`src/include/core_cfg.svh`:
```
`ifndef CORE_CFG_SVH
`define CORE_CFG_SVH

// data and address width in bits.
`define CORE_DATA_W 32

// number of general registers with one flag each.
`define CORE_NREGS 8

// word address of the first instruction.
`define CORE_RESET_PC 32'd0

`endif

```
`src/source/core_pkg.sv`:
```
package core_pkg;

    `include "core_cfg.svh"

    typedef logic [`CORE_DATA_W-1:0] word_t;
    typedef logic [$clog2(`CORE_NREGS)-1:0] reg_idx_t;

    typedef enum logic [6:0]
    {
        OP_ADD   = 7'd1,
        OP_SUB   = 7'd2,
        OP_AND   = 7'd3,
        OP_OR    = 7'd4,
        OP_XOR   = 7'd5,
        OP_LDI   = 7'd6,
        OP_LOAD  = 7'd7,
        OP_STORE = 7'd8,
        OP_BRZ   = 7'd9,
        OP_JMP   = 7'd10,
        OP_HALT  = 7'd11
    } opcode_e;

    // fields are listed high to low so opcode sits in bits 6:0.
    typedef struct packed
    {
        logic [15:0] imm;
        reg_idx_t    rd;
        reg_idx_t    rb;
        reg_idx_t    ra;
        opcode_e     opcode;
    } instr_t;

    typedef struct packed
    {
        word_t addr;
        logic  we;
        word_t wdata;
    } mem_req_t;

    typedef struct packed
    {
        word_t value;
        logic  zero;
    } alu_result_t;

    typedef struct packed
    {
        logic     en;
        reg_idx_t idx;
        word_t    value;
        logic     flag;
    } reg_write_t;

endpackage

```
`src/source/core_alu.sv`:
```
module core_alu
    import core_pkg::*;
(
    input  opcode_e     op,
    input  word_t       a,
    input  word_t       b,
    output alu_result_t result
);

    word_t value;

    // arithmetic wraps at the word width.
    always_comb
    begin
        case (op)
            OP_ADD:
            begin
                value = a + b;
            end
            OP_SUB:
            begin
                value = a - b;
            end
            OP_AND:
            begin
                value = a & b;
            end
            OP_OR:
            begin
                value = a | b;
            end
            OP_XOR:
            begin
                value = a ^ b;
            end
            default:
            begin
                value = '0;
            end
        endcase
    end

    always_comb
    begin
        result.value = value;
        result.zero  = (value == '0);
    end

endmodule

```
`src/source/core_regfile.sv`:
```
module core_regfile
    import core_pkg::*;
(
    input  logic       clock,
    input  logic       rst_n,
    input  reg_idx_t   ra_idx,
    input  reg_idx_t   rb_idx,
    output word_t      ra_value,
    output word_t      rb_value,
    output logic       ra_flag,
    input  reg_write_t write
);

    `include "core_cfg.svh"

    word_t regs  [`CORE_NREGS];
    logic  flags [`CORE_NREGS];

    // value and flag are always written as a pair.
    always_ff @(posedge clock)
    begin
        if (!rst_n)
        begin
            for (int i = 0; i < `CORE_NREGS; i++)
            begin
                regs[i]  <= '0;
                flags[i] <= 1'b0;
            end
        end
        else if (write.en)
        begin
            regs[write.idx]  <= write.value;
            flags[write.idx] <= write.flag;
        end
    end

    // reads see the value stored before this edge.
    always_comb
    begin
        ra_value = regs[ra_idx];
        rb_value = regs[rb_idx];
        ra_flag  = flags[ra_idx];
    end

endmodule

```
`src/source/mem_port.sv`:
```
module mem_port
    import core_pkg::*;
(
    input  logic     clock,
    input  logic     rst_n,
    input  logic     start,
    input  mem_req_t request,
    output logic     done,
    output word_t    rdata,
    output mem_req_t mem_req,
    output logic     mem_req_valid,
    input  logic     mem_ack,
    input  word_t    mem_rdata
);

    typedef enum logic [1:0]
    {
        P_IDLE,
        P_REQ,
        P_RELEASE
    } port_state_e;

    port_state_e state;

    always_ff @(posedge clock)
    begin
        if (!rst_n)
        begin
            state <= P_IDLE;
            done  <= 1'b0;
        end
        else
        begin
            done <= 1'b0;
            case (state)
                P_IDLE:
                begin
                    if (start)
                        state <= P_REQ;
                end
                P_REQ:
                begin
                    if (mem_ack)
                        state <= P_RELEASE;
                end
                P_RELEASE:
                begin
                    // wait for ack low so the next req starts clean.
                    if (!mem_ack)
                    begin
                        state <= P_IDLE;
                        done  <= 1'b1;
                    end
                end
                default:
                begin
                    state <= P_IDLE;
                end
            endcase
        end
    end

    // request held here so the bus stays stable while req is up.
    always_ff @(posedge clock)
    begin
        if (state == P_IDLE && start)
            mem_req <= request;
        if (state == P_REQ && mem_ack)
            rdata <= mem_rdata;
    end

    assign mem_req_valid = (state == P_REQ);

endmodule

```
`src/source/core_control.sv`:
```
module core_control
    import core_pkg::*;
(
    input  logic        clock,
    input  logic        rst_n,
    output logic        mem_start,
    output mem_req_t    mem_request,
    input  logic        mem_done,
    input  word_t       mem_word,
    output reg_idx_t    ra_idx,
    output reg_idx_t    rb_idx,
    input  word_t       ra_value,
    input  word_t       rb_value,
    input  logic        ra_flag,
    output opcode_e     alu_op,
    input  alu_result_t alu_out,
    output reg_write_t  reg_write,
    output logic        halted
);

    `include "core_cfg.svh"

    typedef enum logic [1:0]
    {
        S_FETCH,
        S_EXEC,
        S_MEM,
        S_HALT
    } state_e;

    state_e state;
    word_t  pc;
    word_t  pc_next;
    word_t  imm_word;
    instr_t ir;
    logic   fetch_sent;

    assign pc_next  = pc + word_t'(1);
    assign imm_word = word_t'(ir.imm);

    always_ff @(posedge clock)
    begin
        if (!rst_n)
        begin
            state      <= S_FETCH;
            pc         <= `CORE_RESET_PC;
            fetch_sent <= 1'b0;
        end
        else
        begin
            case (state)
                S_FETCH:
                begin
                    if (mem_done)
                    begin
                        fetch_sent <= 1'b0;
                        state      <= S_EXEC;
                    end
                    else
                    begin
                        fetch_sent <= 1'b1;
                    end
                end
                S_EXEC:
                begin
                    case (ir.opcode)
                        OP_ADD, OP_SUB, OP_AND, OP_OR, OP_XOR, OP_LDI:
                        begin
                            pc    <= pc_next;
                            state <= S_FETCH;
                        end
                        OP_LOAD, OP_STORE:
                        begin
                            state <= S_MEM;
                        end
                        OP_BRZ:
                        begin
                            pc    <= ra_flag ? imm_word : pc_next;
                            state <= S_FETCH;
                        end
                        OP_JMP:
                        begin
                            pc    <= imm_word;
                            state <= S_FETCH;
                        end
                        default:
                        begin
                            // HALT and any unknown opcode.
                            state <= S_HALT;
                        end
                    endcase
                end
                S_MEM:
                begin
                    if (mem_done)
                    begin
                        pc    <= pc_next;
                        state <= S_FETCH;
                    end
                end
                default:
                begin
                    state <= S_HALT;
                end
            endcase
        end
    end

    always_ff @(posedge clock)
    begin
        if (state == S_FETCH && mem_done)
            ir <= instr_t'(mem_word);
    end

    assign ra_idx = ir.ra;
    assign rb_idx = ir.rb;
    assign alu_op = ir.opcode;
    assign halted = (state == S_HALT);

    always_comb
    begin
        mem_start         = 1'b0;
        mem_request.addr  = pc;
        mem_request.we    = 1'b0;
        mem_request.wdata = '0;
        reg_write.en      = 1'b0;
        reg_write.idx     = ir.rd;
        reg_write.value   = alu_out.value;
        reg_write.flag    = alu_out.zero;

        if (state == S_FETCH)
        begin
            mem_start = !fetch_sent;
        end
        else if (state == S_EXEC)
        begin
            mem_request.addr  = ra_value + imm_word;
            mem_request.we    = (ir.opcode == OP_STORE);
            mem_request.wdata = rb_value;
            case (ir.opcode)
                OP_ADD, OP_SUB, OP_AND, OP_OR, OP_XOR:
                begin
                    reg_write.en = 1'b1;
                end
                OP_LDI:
                begin
                    reg_write.en    = 1'b1;
                    reg_write.value = imm_word;
                    reg_write.flag  = (imm_word == '0);
                end
                OP_LOAD, OP_STORE:
                begin
                    mem_start = 1'b1;
                end
                default:
                begin
                    mem_start = 1'b0;
                end
            endcase
        end
        else if (state == S_MEM && mem_done && ir.opcode == OP_LOAD)
        begin
            // load write-back lands in the done cycle.
            reg_write.en    = 1'b1;
            reg_write.value = mem_word;
            reg_write.flag  = (mem_word == '0);
        end
    end

endmodule

```
`src/source/core_top.sv`:
```
module core_top
    import core_pkg::*;
(
    input  logic     clock,
    input  logic     rst_n,
    output mem_req_t mem_req,
    output logic     mem_req_valid,
    input  logic     mem_ack,
    input  word_t    mem_rdata,
    output logic     halted
);

    logic        mem_start;
    mem_req_t    mem_request;
    logic        mem_done;
    word_t       mem_word;
    reg_idx_t    ra_idx;
    reg_idx_t    rb_idx;
    word_t       ra_value;
    word_t       rb_value;
    logic        ra_flag;
    opcode_e     alu_op;
    alu_result_t alu_out;
    reg_write_t  reg_write;

    core_control u_control (
        .clock       (clock),
        .rst_n       (rst_n),
        .mem_start   (mem_start),
        .mem_request (mem_request),
        .mem_done    (mem_done),
        .mem_word    (mem_word),
        .ra_idx      (ra_idx),
        .rb_idx      (rb_idx),
        .ra_value    (ra_value),
        .rb_value    (rb_value),
        .ra_flag     (ra_flag),
        .alu_op      (alu_op),
        .alu_out     (alu_out),
        .reg_write   (reg_write),
        .halted      (halted)
    );

    core_alu u_alu (
        .op     (alu_op),
        .a      (ra_value),
        .b      (rb_value),
        .result (alu_out)
    );

    core_regfile u_regfile (
        .clock    (clock),
        .rst_n    (rst_n),
        .ra_idx   (ra_idx),
        .rb_idx   (rb_idx),
        .ra_value (ra_value),
        .rb_value (rb_value),
        .ra_flag  (ra_flag),
        .write    (reg_write)
    );

    mem_port u_mem_port (
        .clock         (clock),
        .rst_n         (rst_n),
        .start         (mem_start),
        .request       (mem_request),
        .done          (mem_done),
        .rdata         (mem_word),
        .mem_req       (mem_req),
        .mem_req_valid (mem_req_valid),
        .mem_ack       (mem_ack),
        .mem_rdata     (mem_rdata)
    );

endmodule

```
`config.mk`:
```
export PLATFORM = sky130hd
export DESIGN_NAME = core_top
export DESIGN_NICKNAME = d
export VERILOG_FILES = /design/src/source/core_pkg.sv /design/src/source/core_alu.sv /design/src/source/core_regfile.sv /design/src/source/mem_port.sv /design/src/source/core_control.sv /design/src/source/core_top.sv
export VERILOG_INCLUDE_DIRS = /design/src /design/src/include
export SDC_FILE = /design/constraint.sdc
export NUM_CORES = 1
export LEC_CHECK = 0
export BUFFER_PORTS_ARGS = -buffer_cell sky130_fd_sc_hd__buf_2
export CAP_MARGIN = 20
export CORE_MARGIN = 2
export CORE_UTILIZATION = 40
export DETAILED_ROUTE_END_ITERATION = 7
export GPL_TIMING_DRIVEN = 0
export HOLD_SLACK_MARGIN = 0.15
export SLEW_MARGIN = 20
export SYNTH_ARGS = -nofsm -noshare
export SYNTH_HDL_FRONTEND = slang
export SYNTH_HIERARCHICAL = 1
export SYNTH_SLANG_ARGS = --single-unit
```
`constraint.sdc`:
```
create_clock -name clock -period 20 [get_ports clock]
set_input_delay 4 -clock clock [delete_from_list [all_inputs] [get_ports clock]]
set_output_delay 4 -clock clock [all_outputs]
set_load 0.01 [all_outputs]
```
# After elaboration in Yosys (flattened, before gate mapping)
# Memory sizes are Yosys's and may differ from the RTL's. A register that Yosys moved wholly into a read port is not among the register bits.
# Index checks and enable logic that the tools add are counted.
# word_totals
regBits	167
ramBits	264
in_bits	35
word_cells	108
mem_count	2
# memory_table
memory	depth	width	read_ports	rd_clocked_by_memory_dff	wr	line	text
u_regfile.regs	8	32	2	2	8	core_regfile.sv:16	word_t regs [`CORE_NREGS];
u_regfile.flags	8	1	1	1	8	core_regfile.sv:17	logic flags [`CORE_NREGS];
# classes
add_sub_neg	4
eq_ne	21
muxes	41
bitwise_logic	4
n_reduce_logical	22
# op_table
op	n
$pmux W32 S5	1
$mux W33	4
$mux W65	2
$logic_not A32 Y1	3
$mux W32	3
$pmux W32 S3	1
$pmux W32 S2	1
$add A32 B1 Y32 const B	1
$add A32 B16 Y32	1
$add A32 B32 Y32	1
$and A32 B32 Y32	1
$or A32 B32 Y32	1
$reduce_or A32 Y1	1
$sub A32 B32 Y32	1
$xor A32 B32 Y32	1
$eq A7 B3 Y1 const B	4
$eq A7 B4 Y1 const B	3
$mux W1	16
$mux W3	5
$eq A7 B2 Y1 const B	2
$pmux W2 S3	2
$mux W2	5
$ne A2 B1 Y1 const B	4
$reduce_or A8 Y1	1
16 further kinds	27

# Depth between registers and ports, before layout
# depth
depth_word	11
ltp_mapped	29
ltp_nobuf	27

# By module
# The synthesis kept the hierarchy.
# by_module_without_submodules
mod	n_inst	cells_per_inst	area_per_inst_um2	seq_area_each_um2
core_regfile	1	827	13723.2	7847.5
core_control	1	694	5271.3	1661.6
core_alu	1	660	4550.6	0.0
mem_port	1	109	3034.2	2972.9

# Least setup slack after synthesis
# Ideal clock, no wire load.
# synth_path
kind	input-to-reg
from	input port rst_n
to	memory u_regfile/regs[6][0] (netlist bit) (enable)
setup_time_ps	466
t_arrival_ps	6627
t_required_ps	19534
path_slack_ps	12907
cell_stages	3
n_path_buf	1
cell_sequence	buf_2 -> nand3_2 -> o21ai_0
# synth_rtl
item	line	text
start: declaration	core_top.sv:5	input logic rst_n,
end: declaration	core_regfile.sv:16	

==> impl_metrics.toml <==
[sta]
fmax_ghz = 0.112
finalCriticalPeriod_ns = 8.94
slew_viol_final = 0
worst_slew_margin_rel = 0.285
hold_violations = 0
worst_slew_pin_slew_ns = 1.06
skew_ns = 0.0206
finalSetupViolCount = 0
setup_tns_ns = 0
rsz0062_at_grt = "false"
hold_ws_ns = 0.475
fin_crit_sh = 0.447

[run]
cap_violations = 0

[detailed_routing]
vias = 20100
drt-total-wl_um = 89600
wire_per_inst_um = 26.6
drc = 0
viasPerCell = 5.95
drtPass1Iterations = 7
drtAntennaViolNets = 0
dr.first_iter.drc_count = 2118

[floorplan]
core_area_sq_um = 65700
die_y_um = 262
rows = 94
die_w_um = 262
initial_core_util = 0.404
boundaryPins = 102
dieArea_sq_um = 68500

[clock_network]
cts_tree = "done"
cts_root_buffer = "clkbuf_16"
post_cts_resize_count = 0
cts.htree.levels = 2
clock-sinks = 431
cts.path.max_buffers = 3
cts_hold_buffers = 0
clk-insertion-delay-late_ns = 0.62
clk_pin_slew_worst_paths_ns = 0.06
cts_made_buffers = 50
post_cts_buffers = 0

[global_routing]
grt_usage = 0.261
antenna_found_initial = 2
grt_max_degree = 26
grt_pass1_vias = 20400
grt_pass1_wl_um = 131000
grt_overflow = 0

[worst_setup_path]
critPathTopFamily = "simple AND/OR/NAND/NOR gates"
path_buf_inv = 4
worstSetupPathType = "flip-flop to flip-flop"
slowest_delay_ns = 0.82
crit_chain = "or2b_1 -> nor3_1 -> clkbuf_1 -> buf_1 -> nand2_1 -> clkbuf_1 -> nand2_1 -> xnor2_1 -> ha_1 -> a21o_1 -> a21oi_1 -> a21oi_1 -> or3_1 -> a31o_1 -> or4b_1 -> or4_1 -> nor4_1 -> nand4b_1 -> or3_1 -> nor3_2 -> nand2b_1 -> o311ai_1 -> inv_1 -> mux2i_1"
critPathLaunch = "u_control/alu_op[1]"
critPathSlowestCell = "edfxtp_1"
worstPathArrival_ns = 9.48
setup.worst_path.end_class = "flip-flop"
regToRegStartpoint = "u_control/alu_op[1]"
cp_max_fo = 15
rr_endpoint = "u_regfile/flags[5]"
crit_required_ns = 20.53
reg2reg_slack_ns = 11.06
reg2regPathDepth = 24
crit_path_start_kind = "flip-flop"

[place]
place_congestion = 0.953
port_buffers = 101
dp.final_hpwl_um = 69500

[logic_synthesis]
yosysTopAreaCellShare = 0.435
syn_inst = 2290
synth.largest_area_cell = "edfxtp_1"
syn_nets = 2444
avgSynthCellArea_sq_um = 11.6
yosysSeqAreaShare = 0.470
async_flop_share = 0
syn_area_sq_um = 26600
synth_seq_cells = 431
synth_warnings = 6
synth_edf_count = 385
synthFlopType = "edfxtp_1"
ys_top_cells_by_area = "edfxtp_1 (43%), mux4_2 (11%), and2_1 (5.6%)"
yosysUniqueCellTypes = 95

[power]
ir_drop_mv = 0.0533
power_frac_comb = 0.190
power_density_nw_per_um2 = 83.8
p_switching_w = 0.000751
internal_power_w = 0.00179
p_seq_frac = 0.451
leakagePower_nw = 11.4
clockPowerShare = 0.359
sw_frac_of_total = 0.295

[min_path]
min_from = "u_regfile/flags[2]"
worstHoldPathCells = 2
hp-class = "flip-flop to flip-flop"
hold_end = "u_regfile/flags[2]"

[outcome]
status = "finished, final reports clean"

[final_layout]
diodes = 0
syn_to_final_growth_pct = 14.1
drive_gt1_frac = 0.183
seq_area_sq_um = 12500
multi_input_area_sq_um = 13300
nNetsFinal = 2619
fillers = 5951
how the worst max path moves through the flow:
stage	slack (ns)	endpoint	depth (start not counted)
floorplan	12.91	u_regfile/regs[6][0]	3
global placement	9.38	u_mem_port/mem_req[10]	7
detailed placement	11.07	u_regfile/flags[5]	24
CTS	11.05	u_regfile/flags[5]	24
global route	10.89	u_regfile/flags[5]	24
finish	11.06	u_regfile/flags[5]	24
cell usage in the layout, fill, tap and decap left out, drive strengths merged, types with 10 or more instances in the layout:
cell type	synthesis	layout
o21ai	111	111
nor2b	10	10
nand4	24	24
a21o	26	26
clkinv	0	23
ha	117	117
mux2i	11	11
buf	35	158
xnor2	59	59
clkbuf	100	164
and3	80	80
nor4	17	17
a22o	20	20
and2	238	238
inv	82	85
nor3	57	57
xor2	33	33
mux4	130	130
nor2	134	134
dfxtp	46	46
edfxtp	385	385
nand2b	16	16
mux2	65	65
nand3	43	43
a21oi	103	103
or3	20	20
o21a	11	11
o22ai	32	32
nand2	141	141
through the flow:
step	cells	utilization	cell area [sq um]	setup WS [ns]	power, W
floorplan	2290	-	26600	12.91	0.00143
global placement	3255	0.428	28200	9.38	0.00163
detailed placement	3277	0.436	28700	11.07	0.00165
CTS	3371	0.461	30300	11.05	0.00256
global route	3371	0.461	30300	10.89	0.00265
finish	3371	0.461	30300	11.06	0.00254
state kept, by name, summed over array words and instances, names as in the netlist:
| name | count |
|---|---|
| u_regfile/regs | 256 |
| u_mem_port/mem_req | 65 |
| u_control/pc | 32 |
| u_mem_port/rdata | 32 |
| u_control/imm_word | 16 |
| u_regfile/flags | 8 |
| u_control/alu_op | 7 |
| u_control/ra_idx | 3 |
| u_control/rb_idx | 3 |
| u_control/reg_write | 3 |
| u_control/state | 2 |
| u_mem_port/state | 2 |
| u_control/fetch_sent | 1 |
| u_mem_port/done | 1 |
metal layers:
layer / vias to the layer above / GRT usage / wire length [um]
met5: - / 0 / 0
met4: 0 / 0.101 / 3320
met3: 164 / 0.0409 / 6720
met2: 896 / 0.437 / 43000
met1: 10000 / 0.340 / 36600
li1: 8990 / - / -
cell usage after synthesis (8+ instances only):
cell,n
nor3_1,54
nand3_1,41
a21oi_1,103
xor2_1,33
o21a_1,11
o22ai_1,32
nand2_1,140
clkbuf_1,100
mux2_2,65
nor2_1,131
o21ai_0,96
xnor2_1,59
nor4_1,15
a21o_1,26
or3_1,19
edfxtp_1,385
ha_1,117
o211ai_1,8
inv_1,82
a22oi_1,8
o31ai_1,9
nor2b_1,9
and2_1,237
and3_1,80
o21ai_1,14
buf_6,11
nand4_1,24
mux2i_1,11
buf_2,14
mux4_2,126
a41oi_1,8
dfxtp_1,46
a22o_1,20
nand2b_1,16
cell families after synthesis:
| kind of cell | share of synthesized area |
|---|---|
| and+or+nand+nor | 0.167 |
| buffers and inverters | 0.0351 |
| xor gates and xnor gates | 0.0303 |
| AOI/OAI and AO/OA | 0.0994 |
| DFF | 0.470 |
| muxes | 0.142 |
| adders and majority gates | 0.0566 |
worst reg2reg max path, cell delays in order (launching register included):
cell and delay [ns]:
edfxtp_1 0.82, or2b_1 0.33, nor3_1 0.68, clkbuf_1 0.59
buf_1 0.49, nand2_1 0.44, clkbuf_1 0.44, nand2_1 0.22
xnor2_1 0.17, ha_1 0.33, a21o_1 0.21, a21oi_1 0.29
a21oi_1 0.12, or3_1 0.37, a31o_1 0.25, or4b_1 0.59
or4_1 0.59, nor4_1 0.35, nand4b_1 0.13, or3_1 0.37
nor3_2 0.19, nand2b_1 0.09, o311ai_1 0.27, inv_1 0.29
mux2i_1 0.23
power by group through the flow:
stage               clock, W  combinational (W)  sequential (W)
finish              0.000913           0.000483         0.00115
global route        0.000966           0.000523         0.00116
CTS                 0.000930           0.000483         0.00115
detailed placement         0           0.000481         0.00116
global placement           0           0.000448         0.00118
floorplan                  0           0.000240         0.00119
cell type report:
class	instances	share of cell area
multi-input cells	1642	0.437
repair buffers	123	0.0308
inverters	82	0.0101
clock inverters	30	0.00941
plain buffers	135	0.0206
clock buffers	64	0.0447
well taps	864	0.0356
flip-flops and latches	431	0.412
Power figures use the tool's default switching activity.
